File: config.mk
export PLATFORM = sky130hd
export DESIGN_NAME = enigma_top
export DESIGN_NICKNAME = d
export VERILOG_FILES = /design/src/logic/enigma_pkg.sv /design/src/logic/rotor_table_loader.sv /design/src/logic/rotor_a_stage.sv /design/src/logic/rotor_b_reflect_stage.sv /design/src/logic/enigma_top.sv
export SDC_FILE = /design/constraint.sdc
export NUM_CORES = 2
export LEC_CHECK = 0
export BUFFER_PORTS_ARGS = -buffer_cell sky130_fd_sc_hd__buf_4
export CAP_MARGIN = 0
export CORE_ASPECT_RATIO = 1.5
export CORE_MARGIN = 4
export CORE_UTILIZATION = 55
export DETAILED_ROUTE_END_ITERATION = 10
export PLACE_DENSITY = 0.83
export SLEW_MARGIN = 5
export SYNTH_ARGS = -nofsm -noshare
export SYNTH_HDL_FRONTEND = slang
export SYNTH_HIERARCHICAL = 1
export SYNTH_SLANG_ARGS = --single-unit
File: constraint.sdc
create_clock -name clk -period 11.3 [get_ports clk]
set_input_delay 1.695 -clock clk [delete_from_list [all_inputs] [get_ports clk]]
set_output_delay 1.695 -clock clk [all_outputs]
set_load 0.05 [all_outputs]
File: src/logic/enigma_pkg.sv
// ====================
// shared widths, table types and enums for the two-rotor enigma core
// imported by every rtl module of the cipher
// ====================
`default_nettype none

package enigma_pkg;

	// ====================
	// sizes
	// ====================
	localparam int CODE_W       = 6;   // bits per code word
	localparam int ROTOR_DEPTH  = 64;  // entries per rotor table
	localparam int GROUP_W      = 3;   // slot index inside a group
	localparam int GROUP_SIZE   = 8;   // entries per rotor b group
	localparam int SHIFT_STEP_W = 2;   // low bits added to the rotor a shift
	localparam int REFLECT_MASK = 63;  // reflector is a plain xor

	// ====================
	// types
	// ====================
	typedef logic [CODE_W-1:0] code_word_t;

	// entry i of a rotor sits at index i
	typedef code_word_t [ROTOR_DEPTH-1:0] rotor_table_t;

	// flag i tells which slot of a group entry i maps to
	typedef logic [GROUP_SIZE-1:0][GROUP_W-1:0] mode_flags_t;

	typedef enum logic {
		CRYPT_ENCRYPT = 1'b0,
		CRYPT_DECRYPT = 1'b1
	} crypt_mode_e;

	typedef enum logic {
		LOAD_ROTOR_A = 1'b0,
		LOAD_ROTOR_B = 1'b1
	} load_phase_e;

	typedef struct packed {
		logic       valid;
		code_word_t word;
	} code_beat_t;

	// flag shuffles, one row per selector value
	// new flag i takes old flag MODE_PERMS[sel][i]
	localparam logic [GROUP_W-1:0] MODE_PERMS [GROUP_SIZE][GROUP_SIZE] = '{
		'{0, 1, 2, 3, 4, 5, 6, 7},  // identity, also the idle order
		'{1, 0, 3, 2, 5, 4, 7, 6},
		'{2, 3, 0, 1, 6, 7, 4, 5},
		'{0, 4, 5, 6, 1, 2, 3, 7},
		'{4, 5, 6, 7, 0, 1, 2, 3},
		'{5, 6, 7, 3, 4, 0, 1, 2},
		'{6, 7, 3, 2, 5, 4, 0, 1},
		'{7, 6, 5, 4, 3, 2, 1, 0}   // full reverse
	};

endpackage : enigma_pkg

`default_nettype wire

File: src/logic/rotor_table_loader.sv
// ====================
// fills rotor a then rotor b from the level-valid load stream
// and latches the crypt mode given with the first rotor a word
// ====================
`timescale 1ns/1ps
`default_nettype none

module rotor_table_loader (
	input  logic                      clk,
	input  logic                      rst_n,
	input  logic                      in_valid,
	input  logic                      crypt_mode,
	input  enigma_pkg::code_word_t    code_in,
	output enigma_pkg::rotor_table_t  rotor_a,
	output enigma_pkg::rotor_table_t  rotor_b,
	output enigma_pkg::crypt_mode_e   mode
);

	import enigma_pkg::*;

	logic [CODE_W-1:0] cnt;    // entry index inside the current table
	load_phase_e       phase;

	// ====================
	// counter and phase
	// ====================
	always_ff @(posedge clk or negedge rst_n) begin
		if (!rst_n) begin
			cnt   <= '0;
			phase <= LOAD_ROTOR_A;
			mode  <= CRYPT_ENCRYPT;
		end else if (in_valid) begin
			cnt <= cnt + 1'b1;  // wraps 63 -> 0
			if (cnt == CODE_W'(ROTOR_DEPTH - 1))
				phase <= (phase == LOAD_ROTOR_A) ? LOAD_ROTOR_B : LOAD_ROTOR_A;
			if (phase == LOAD_ROTOR_A && cnt == '0)
				mode <= crypt_mode_e'(crypt_mode);  // only valid on the first word
		end
	end

	// ====================
	// table write
	// ====================
	always_ff @(posedge clk or negedge rst_n) begin
		if (!rst_n) begin
			rotor_a <= '0;
			rotor_b <= '0;
		end else if (in_valid) begin
			if (phase == LOAD_ROTOR_A)
				rotor_a[cnt] <= code_in;
			else
				rotor_b[cnt] <= code_in;
		end
	end

endmodule : rotor_table_loader

`default_nettype wire

File: src/logic/rotor_a_stage.sv
// ====================
// rotor a forward lookup with shift, inverse search and unshift
// owns the shift accumulator, cleared in every idle cycle
// ====================
`timescale 1ns/1ps
`default_nettype none

module rotor_a_stage (
	input  logic                      clk,
	input  logic                      rst_n,
	input  enigma_pkg::code_beat_t    beat,
	input  enigma_pkg::crypt_mode_e   mode,
	input  enigma_pkg::rotor_table_t  rotor_a,
	output enigma_pkg::code_word_t    fwd_a,
	input  enigma_pkg::code_word_t    inv_b,
	output enigma_pkg::code_word_t    result
);

	import enigma_pkg::*;

	code_word_t              shift;      // accumulated rotation
	code_word_t              fwd_idx;
	code_word_t              inv_idx;    // where inv_b sits in rotor a
	logic                    inv_hit;
	logic [SHIFT_STEP_W-1:0] step;

	// ====================
	// forward path
	// ====================
	// 6-bit subtract wraps, so this is already mod 64
	assign fwd_idx = beat.word - shift;
	assign fwd_a   = rotor_a[fwd_idx];

	// ====================
	// inverse path
	// ====================
	always_comb begin
		inv_idx = '0;  // tables are permutations, default never used
		inv_hit = 1'b0;
		for (int i = 0; i < ROTOR_DEPTH; i++) begin
			if (rotor_a[i] == inv_b) begin
				inv_idx = CODE_W'(i);
				inv_hit = 1'b1;
			end
		end
	end

	assign result = inv_idx + shift;  // undo the rotation

	// ====================
	// shift accumulator
	// ====================
	// decrypt steps on the inverse rotor b word so that both
	// directions advance by the same amount
	assign step = (mode == CRYPT_DECRYPT) ? inv_b[SHIFT_STEP_W-1:0]
	                                      : fwd_a[SHIFT_STEP_W-1:0];

	always_ff @(posedge clk or negedge rst_n) begin
		if (!rst_n)
			shift <= '0;
		else if (beat.valid)
			shift <= shift + CODE_W'(step);
		else
			shift <= '0;  // every message starts unrotated
	end

	// rotor b hands back a word that rotor a must hold
	a_inv_hit : assert property (@(posedge clk) disable iff (!rst_n)
		beat.valid |-> inv_hit);

endmodule : rotor_a_stage

`default_nettype wire

File: src/logic/rotor_b_reflect_stage.sv
// ====================
// rotor b forward lookup through the mode flags, reflector and
// inverse rotor b search; owns the flags and reshuffles them per word
// ====================
`timescale 1ns/1ps
`default_nettype none

module rotor_b_reflect_stage (
	input  logic                      clk,
	input  logic                      rst_n,
	input  logic                      beat_valid,
	input  enigma_pkg::crypt_mode_e   mode,
	input  enigma_pkg::rotor_table_t  rotor_b,
	input  enigma_pkg::code_word_t    fwd_a,
	output enigma_pkg::code_word_t    inv_b
);

	import enigma_pkg::*;

	mode_flags_t        flags;       // current slot order
	mode_flags_t        flags_next;
	logic [GROUP_W-1:0] fwd_slot;
	code_word_t         fwd_idx;
	code_word_t         fwd_b;       // forward rotor b output
	code_word_t         refl;        // reflector output
	code_word_t         inv_idx;     // where refl sits in rotor b
	logic               inv_hit;
	logic [GROUP_W-1:0] inv_slot;
	logic [GROUP_W-1:0] perm_sel;

	// ====================
	// forward rotor b and reflector
	// ====================
	assign fwd_slot = flags[fwd_a[GROUP_W-1:0]];
	assign fwd_idx  = {fwd_a[CODE_W-1:GROUP_W], fwd_slot};  // group base + slot
	assign fwd_b    = rotor_b[fwd_idx];
	assign refl     = fwd_b ^ CODE_W'(REFLECT_MASK);

	// ====================
	// inverse rotor b
	// ====================
	always_comb begin
		inv_idx = '0;
		inv_hit = 1'b0;
		for (int i = 0; i < ROTOR_DEPTH; i++) begin
			if (rotor_b[i] == refl) begin
				inv_idx = CODE_W'(i);
				inv_hit = 1'b1;
			end
		end
	end

	// which flag points at the matched slot
	always_comb begin
		inv_slot = '0;
		for (int i = 0; i < GROUP_SIZE; i++) begin
			if (flags[i] == inv_idx[GROUP_W-1:0])
				inv_slot = GROUP_W'(i);
		end
	end

	assign inv_b = {inv_idx[CODE_W-1:GROUP_W], inv_slot};

	// ====================
	// flag update
	// ====================
	assign perm_sel = (mode == CRYPT_DECRYPT) ? refl[GROUP_W-1:0] : fwd_b[GROUP_W-1:0];

	always_comb begin
		for (int i = 0; i < GROUP_SIZE; i++) begin
			if (beat_valid)
				flags_next[i] = flags[MODE_PERMS[perm_sel][i]];
			else
				flags_next[i] = MODE_PERMS[0][i];  // back to identity when idle
		end
	end

	always_ff @(posedge clk or negedge rst_n) begin
		if (!rst_n) begin
			for (int i = 0; i < GROUP_SIZE; i++)
				flags[i] <= MODE_PERMS[0][i];
		end else begin
			flags <= flags_next;
		end
	end

	// one-hot sum covers all eight values only for a true permutation
	function automatic logic flags_are_perm(input mode_flags_t f);
		logic [GROUP_SIZE-1:0] seen;
		seen = '0;
		for (int i = 0; i < GROUP_SIZE; i++)
			seen[f[i]] = 1'b1;
		return &seen;
	endfunction

	b_inv_hit : assert property (@(posedge clk) disable iff (!rst_n)
		beat_valid |-> inv_hit);

	// shuffles compose, so the order must stay a permutation across words
	b_flags_perm : assert property (@(posedge clk) disable iff (!rst_n)
		flags_are_perm(flags));

endmodule : rotor_b_reflect_stage

`default_nettype wire

File: src/logic/enigma_top.sv
// ====================
// enigma core top: input beat register, loader, both rotor stages
// and the output register; one word in, one word out, two edges later
// ====================
`timescale 1ns/1ps
`default_nettype none

module enigma_top (
	input  logic                    clk,
	input  logic                    rst_n,
	input  logic                    in_valid,    // rotor table words
	input  logic                    in_valid_2,  // code words
	input  logic                    crypt_mode,
	input  enigma_pkg::code_word_t  code_in,
	output logic                    out_valid,
	output enigma_pkg::code_word_t  out_code
);

	import enigma_pkg::*;

	code_beat_t   beat;
	rotor_table_t rotor_a;
	rotor_table_t rotor_b;
	crypt_mode_e  mode;
	code_word_t   fwd_a;
	code_word_t   inv_b;
	code_word_t   result;

	// ====================
	// input and output registers
	// ====================
	always_ff @(posedge clk or negedge rst_n) begin
		if (!rst_n) begin
			beat      <= '0;
			out_valid <= 1'b0;
			out_code  <= '0;
		end else begin
			beat.valid <= in_valid_2;
			beat.word  <= code_in;
			out_valid  <= beat.valid;
			out_code   <= beat.valid ? result : '0;  // quiet bus when idle
		end
	end

	rotor_table_loader u_loader (
		.clk        (clk),
		.rst_n      (rst_n),
		.in_valid   (in_valid),
		.crypt_mode (crypt_mode),
		.code_in    (code_in),
		.rotor_a    (rotor_a),
		.rotor_b    (rotor_b),
		.mode       (mode)
	);

	rotor_a_stage u_rotor_a (
		.clk     (clk),
		.rst_n   (rst_n),
		.beat    (beat),
		.mode    (mode),
		.rotor_a (rotor_a),
		.fwd_a   (fwd_a),
		.inv_b   (inv_b),
		.result  (result)
	);

	rotor_b_reflect_stage u_rotor_b (
		.clk        (clk),
		.rst_n      (rst_n),
		.beat_valid (beat.valid),
		.mode       (mode),
		.rotor_b    (rotor_b),
		.fwd_a      (fwd_a),
		.inv_b      (inv_b)
	);

	// load and stream phases never overlap
	top_no_overlap : assert property (@(posedge clk) disable iff (!rst_n)
		!(in_valid && in_valid_2));

endmodule : enigma_top

`default_nettype wire

==> out/qor.yml <==
timing.max_cap.violations: 0
hpwl_um: 156000
vias: 51300
critPathMaxFanout: 32
ys_async_sr_fraction: 1.00
drt.antenna.violating_nets: 0
initial_core_util: 0.555
crit_top_cell: "buf_12"
clkTransAtPathRegs_ns: 0.07
clock_sinks: 820
failing_checks: "negative setup slack"
critical-path-max-stage-delay_ns: 0.83
critical_path.n_buffers_inverters: 14
first_iter_violations: 6585
worst_hold_path_type: "register to register"
finalHoldViolCount: 0
crit_required_ns: 11.92
postCtsHoldBufs: 0
row_count: 142
floorplan.die_area_sq_um: 106000
htreeDepth: 3
run_status: "complete, but fails checks"
cts_inserted_buffers: 84
area.growth.synth_to_final_pct: 22.5
clock_path_buffers: 3
routed_wirelength_um: 244000
via_count_of_the_first_global_routing_pass: 51164
synth_edf_count: 0
arrival_ns: 13.92
period_needed_ns: 13.30
worst_setup_slack_after_placement_ns: -2.35
dieWidth_um: 267
ys.warnings.count: 6
grt_pass1_wl_um: 343000
worst-setup-path-type: "register to register"
syn_inst: 5124
slowest_cell_on_the_critical_path: "fa_4"
avg_vias_per_cell: 7.26
worst_case_clock_skew_ns: 0.0370
highest_clock_rate_mhz: 75.2
final_global_route_overflow_total: 0
setup.worst_path.start_class: "register"
core-area_sq_um: 100000
clock-root-buffer: "clkbuf_16"
global_route.usage.total: 0.441
relSlewSlack: 0.198
ys_ff_latch: 820
syn-mean-instance-area_sq_um: 10.8
pin_count: 18
synth.yosys.seq_area_share: 0.370
worst-slew-pin-transition_ns: 1.20
post_route_cells_drive_above_1_share: 0.410
largest_net_degree_at_the_start_of_global_routing: 162
die_height_um: 397
tritoncts: "built"
clk-insertion-delay-late_ns: 0.75
slew_violations: 0
setup_ws_ns: -2.00
drt_first_pass_iters: 9
nets: 5727
syn_nets: 5156
antenna_found_initial: 10
placement.io_buffers: 17
synth.lib_cells_used.distinct: 122
rsz_0062_raised_after_global_routing: "true"
post_drt_wl_per_cell_um: 34.5
synthesis.area_sq_um: 55500
worstSetupEndpointType: "register"
place_congestion: 1.09
ys.flop_type: "dfrtp_1"
timing.final.crit_share: 1.18
timing.critical_path.max_delay_family: "compound AO/OA/AOI/OAI gates"
timing.final.setup_violations: 11
drc: 0
[synthesized netlist by cell type (82+ instances only)]
| library cell | count | area [sq um] |
|---|---|---|
| dfrtp_1 | 808 | 20200 |
| mux2_2 | 757 | 8520 |
| nand2_1 | 452 | 1700 |
| xnor2_1 | 417 | 3650 |
| xor2_1 | 236 | 2070 |
| clkbuf_1 | 187 | 702 |
| nand3_1 | 176 | 881 |
| nand4_1 | 164 | 1030 |
| mux4_2 | 147 | 3310 |
| nor2_1 | 140 | 526 |
| nor3_1 | 138 | 691 |
| buf_2 | 90 | 450 |
| a21boi_0 | 82 | 616 |
[flip-flops by register name (all words and copies together) (netlist names)]
register and flops:
beat 7, out_code 6, out_valid 1, u_loader/cnt 6, u_loader/mode 1, u_loader/phase 1
u_loader/rotor_a 384, u_loader/rotor_b 384, u_rotor_a/shift 6, u_rotor_b/flags 24
[logic make-up (layout without fill, tap and decap cells)]
group | after synthesis | in the layout | share of synthesized area
XOR/XNOR | 654 | 654 | 0.103
adder cells (fa/ha/maj) | 21 | 21 | 0.00514
other | 0 | 8 | 0
flip-flops | 820 | 820 | 0.370
buffers and inverters | 446 | 1081 | 0.0459
AND/OR/NAND/NOR | 1507 | 1507 | 0.156
AO/OA/AOI/OAI | 680 | 682 | 0.0900
multiplexers | 996 | 997 | 0.230
[stage by stage]
step | TNS, ns | utilization | std cells | hold WS [ns] | cell area [sq um]
final | -11.11 | 0.680 | 7066 | 0.524 | 68000
after global routing | -10.77 | 0.680 | 7058 | 0.533 | 68000
after detailed placement | -11.64 | 0.618 | 6764 | 0.496 | 61900
after CTS | -3.49 | 0.669 | 7010 | 0.510 | 66900
after floorplan | 0 | - | 5124 | 0.475 | 55500
after global placement | -11.25 | 0.618 | 6764 | 0.488 | 61900
[per-layer routing]
| metal | track usage | part of all wire | vias up |
|---|---|---|---|
| li1 | - | - | 20002 |
| met1 | 0.471 | 0.31 | 24918 |
| met2 | 0.688 | 0.44 | 4430 |
| met3 | 0.132 | 0.12 | 1946 |
| met4 | 0.421 | 0.14 | 4 |
| met5 | 0.00932 | 0.00010 | - |
[what timing repair did]
action                     4_1_cts  5_1_grt
pin swaps                      103       74
gates cloned                    13        2
gates resized for setup        216      114
setup endpoints to repair       10       11
buffers inserted                83       50
[worst paths after layout]
path	startpoint	to	slack, ns	cells after the start
worst max-delay path	u_rotor_a/shift[0]	out_code[5]	-2.00	52
worst min-delay path	u_loader/rotor_a[2]	u_loader/rotor_a[2]	0.52	1
worst max register to register	u_rotor_a/shift[0]	out_code[5]	-2.00	52
worst min register to register	u_loader/rotor_a[2]	u_loader/rotor_a[2]	0.52	1
max in group asynchronous	rst_n	u_loader/cnt[3]	8.04	3
min in group asynchronous	rst_n	u_loader/rotor_b[213]	0.95	1
[area by class of cell]
class	instances	area, sq um
diodes	8	20.0
fillers	7023	32000
multi-input cells	3861	34100
well taps	1296	1620
clock inverters	41	557
inverters	34	131
flip-flops and latches	820	20500
clock buffers	112	2390
repair buffers	894	8640
[layout by cell type, fill, tap and decap left out, types with 121 or more instances in the layout]
cell	count
mux2_2	756
nor2_1	130
mux4_2	145
nand4_1	164
nand3_1	171
nor3_1	121
nand2_1	444
buf_4	728
dfrtp_1	806
xor2_1	232
xnor2_1	405
[worst register-to-register path, delay by kind of cell, from the launching register on]
family | cells | cell delay [ns]
AO/OA/AOI/OAI | 14 | 3.23
XOR/XNOR | 5 | 0.55
adder cells (fa/ha/maj) | 3 | 1.26
buffers and inverters | 14 | 2.35
flip-flops | 1 | 0.44
multiplexers | 6 | 2.65
AND/OR/NAND/NOR | 10 | 2.70
Power is left out: the tool's default activity adds up to more than one toggle a clock period on the data nets, which glitch-free logic cannot reach.
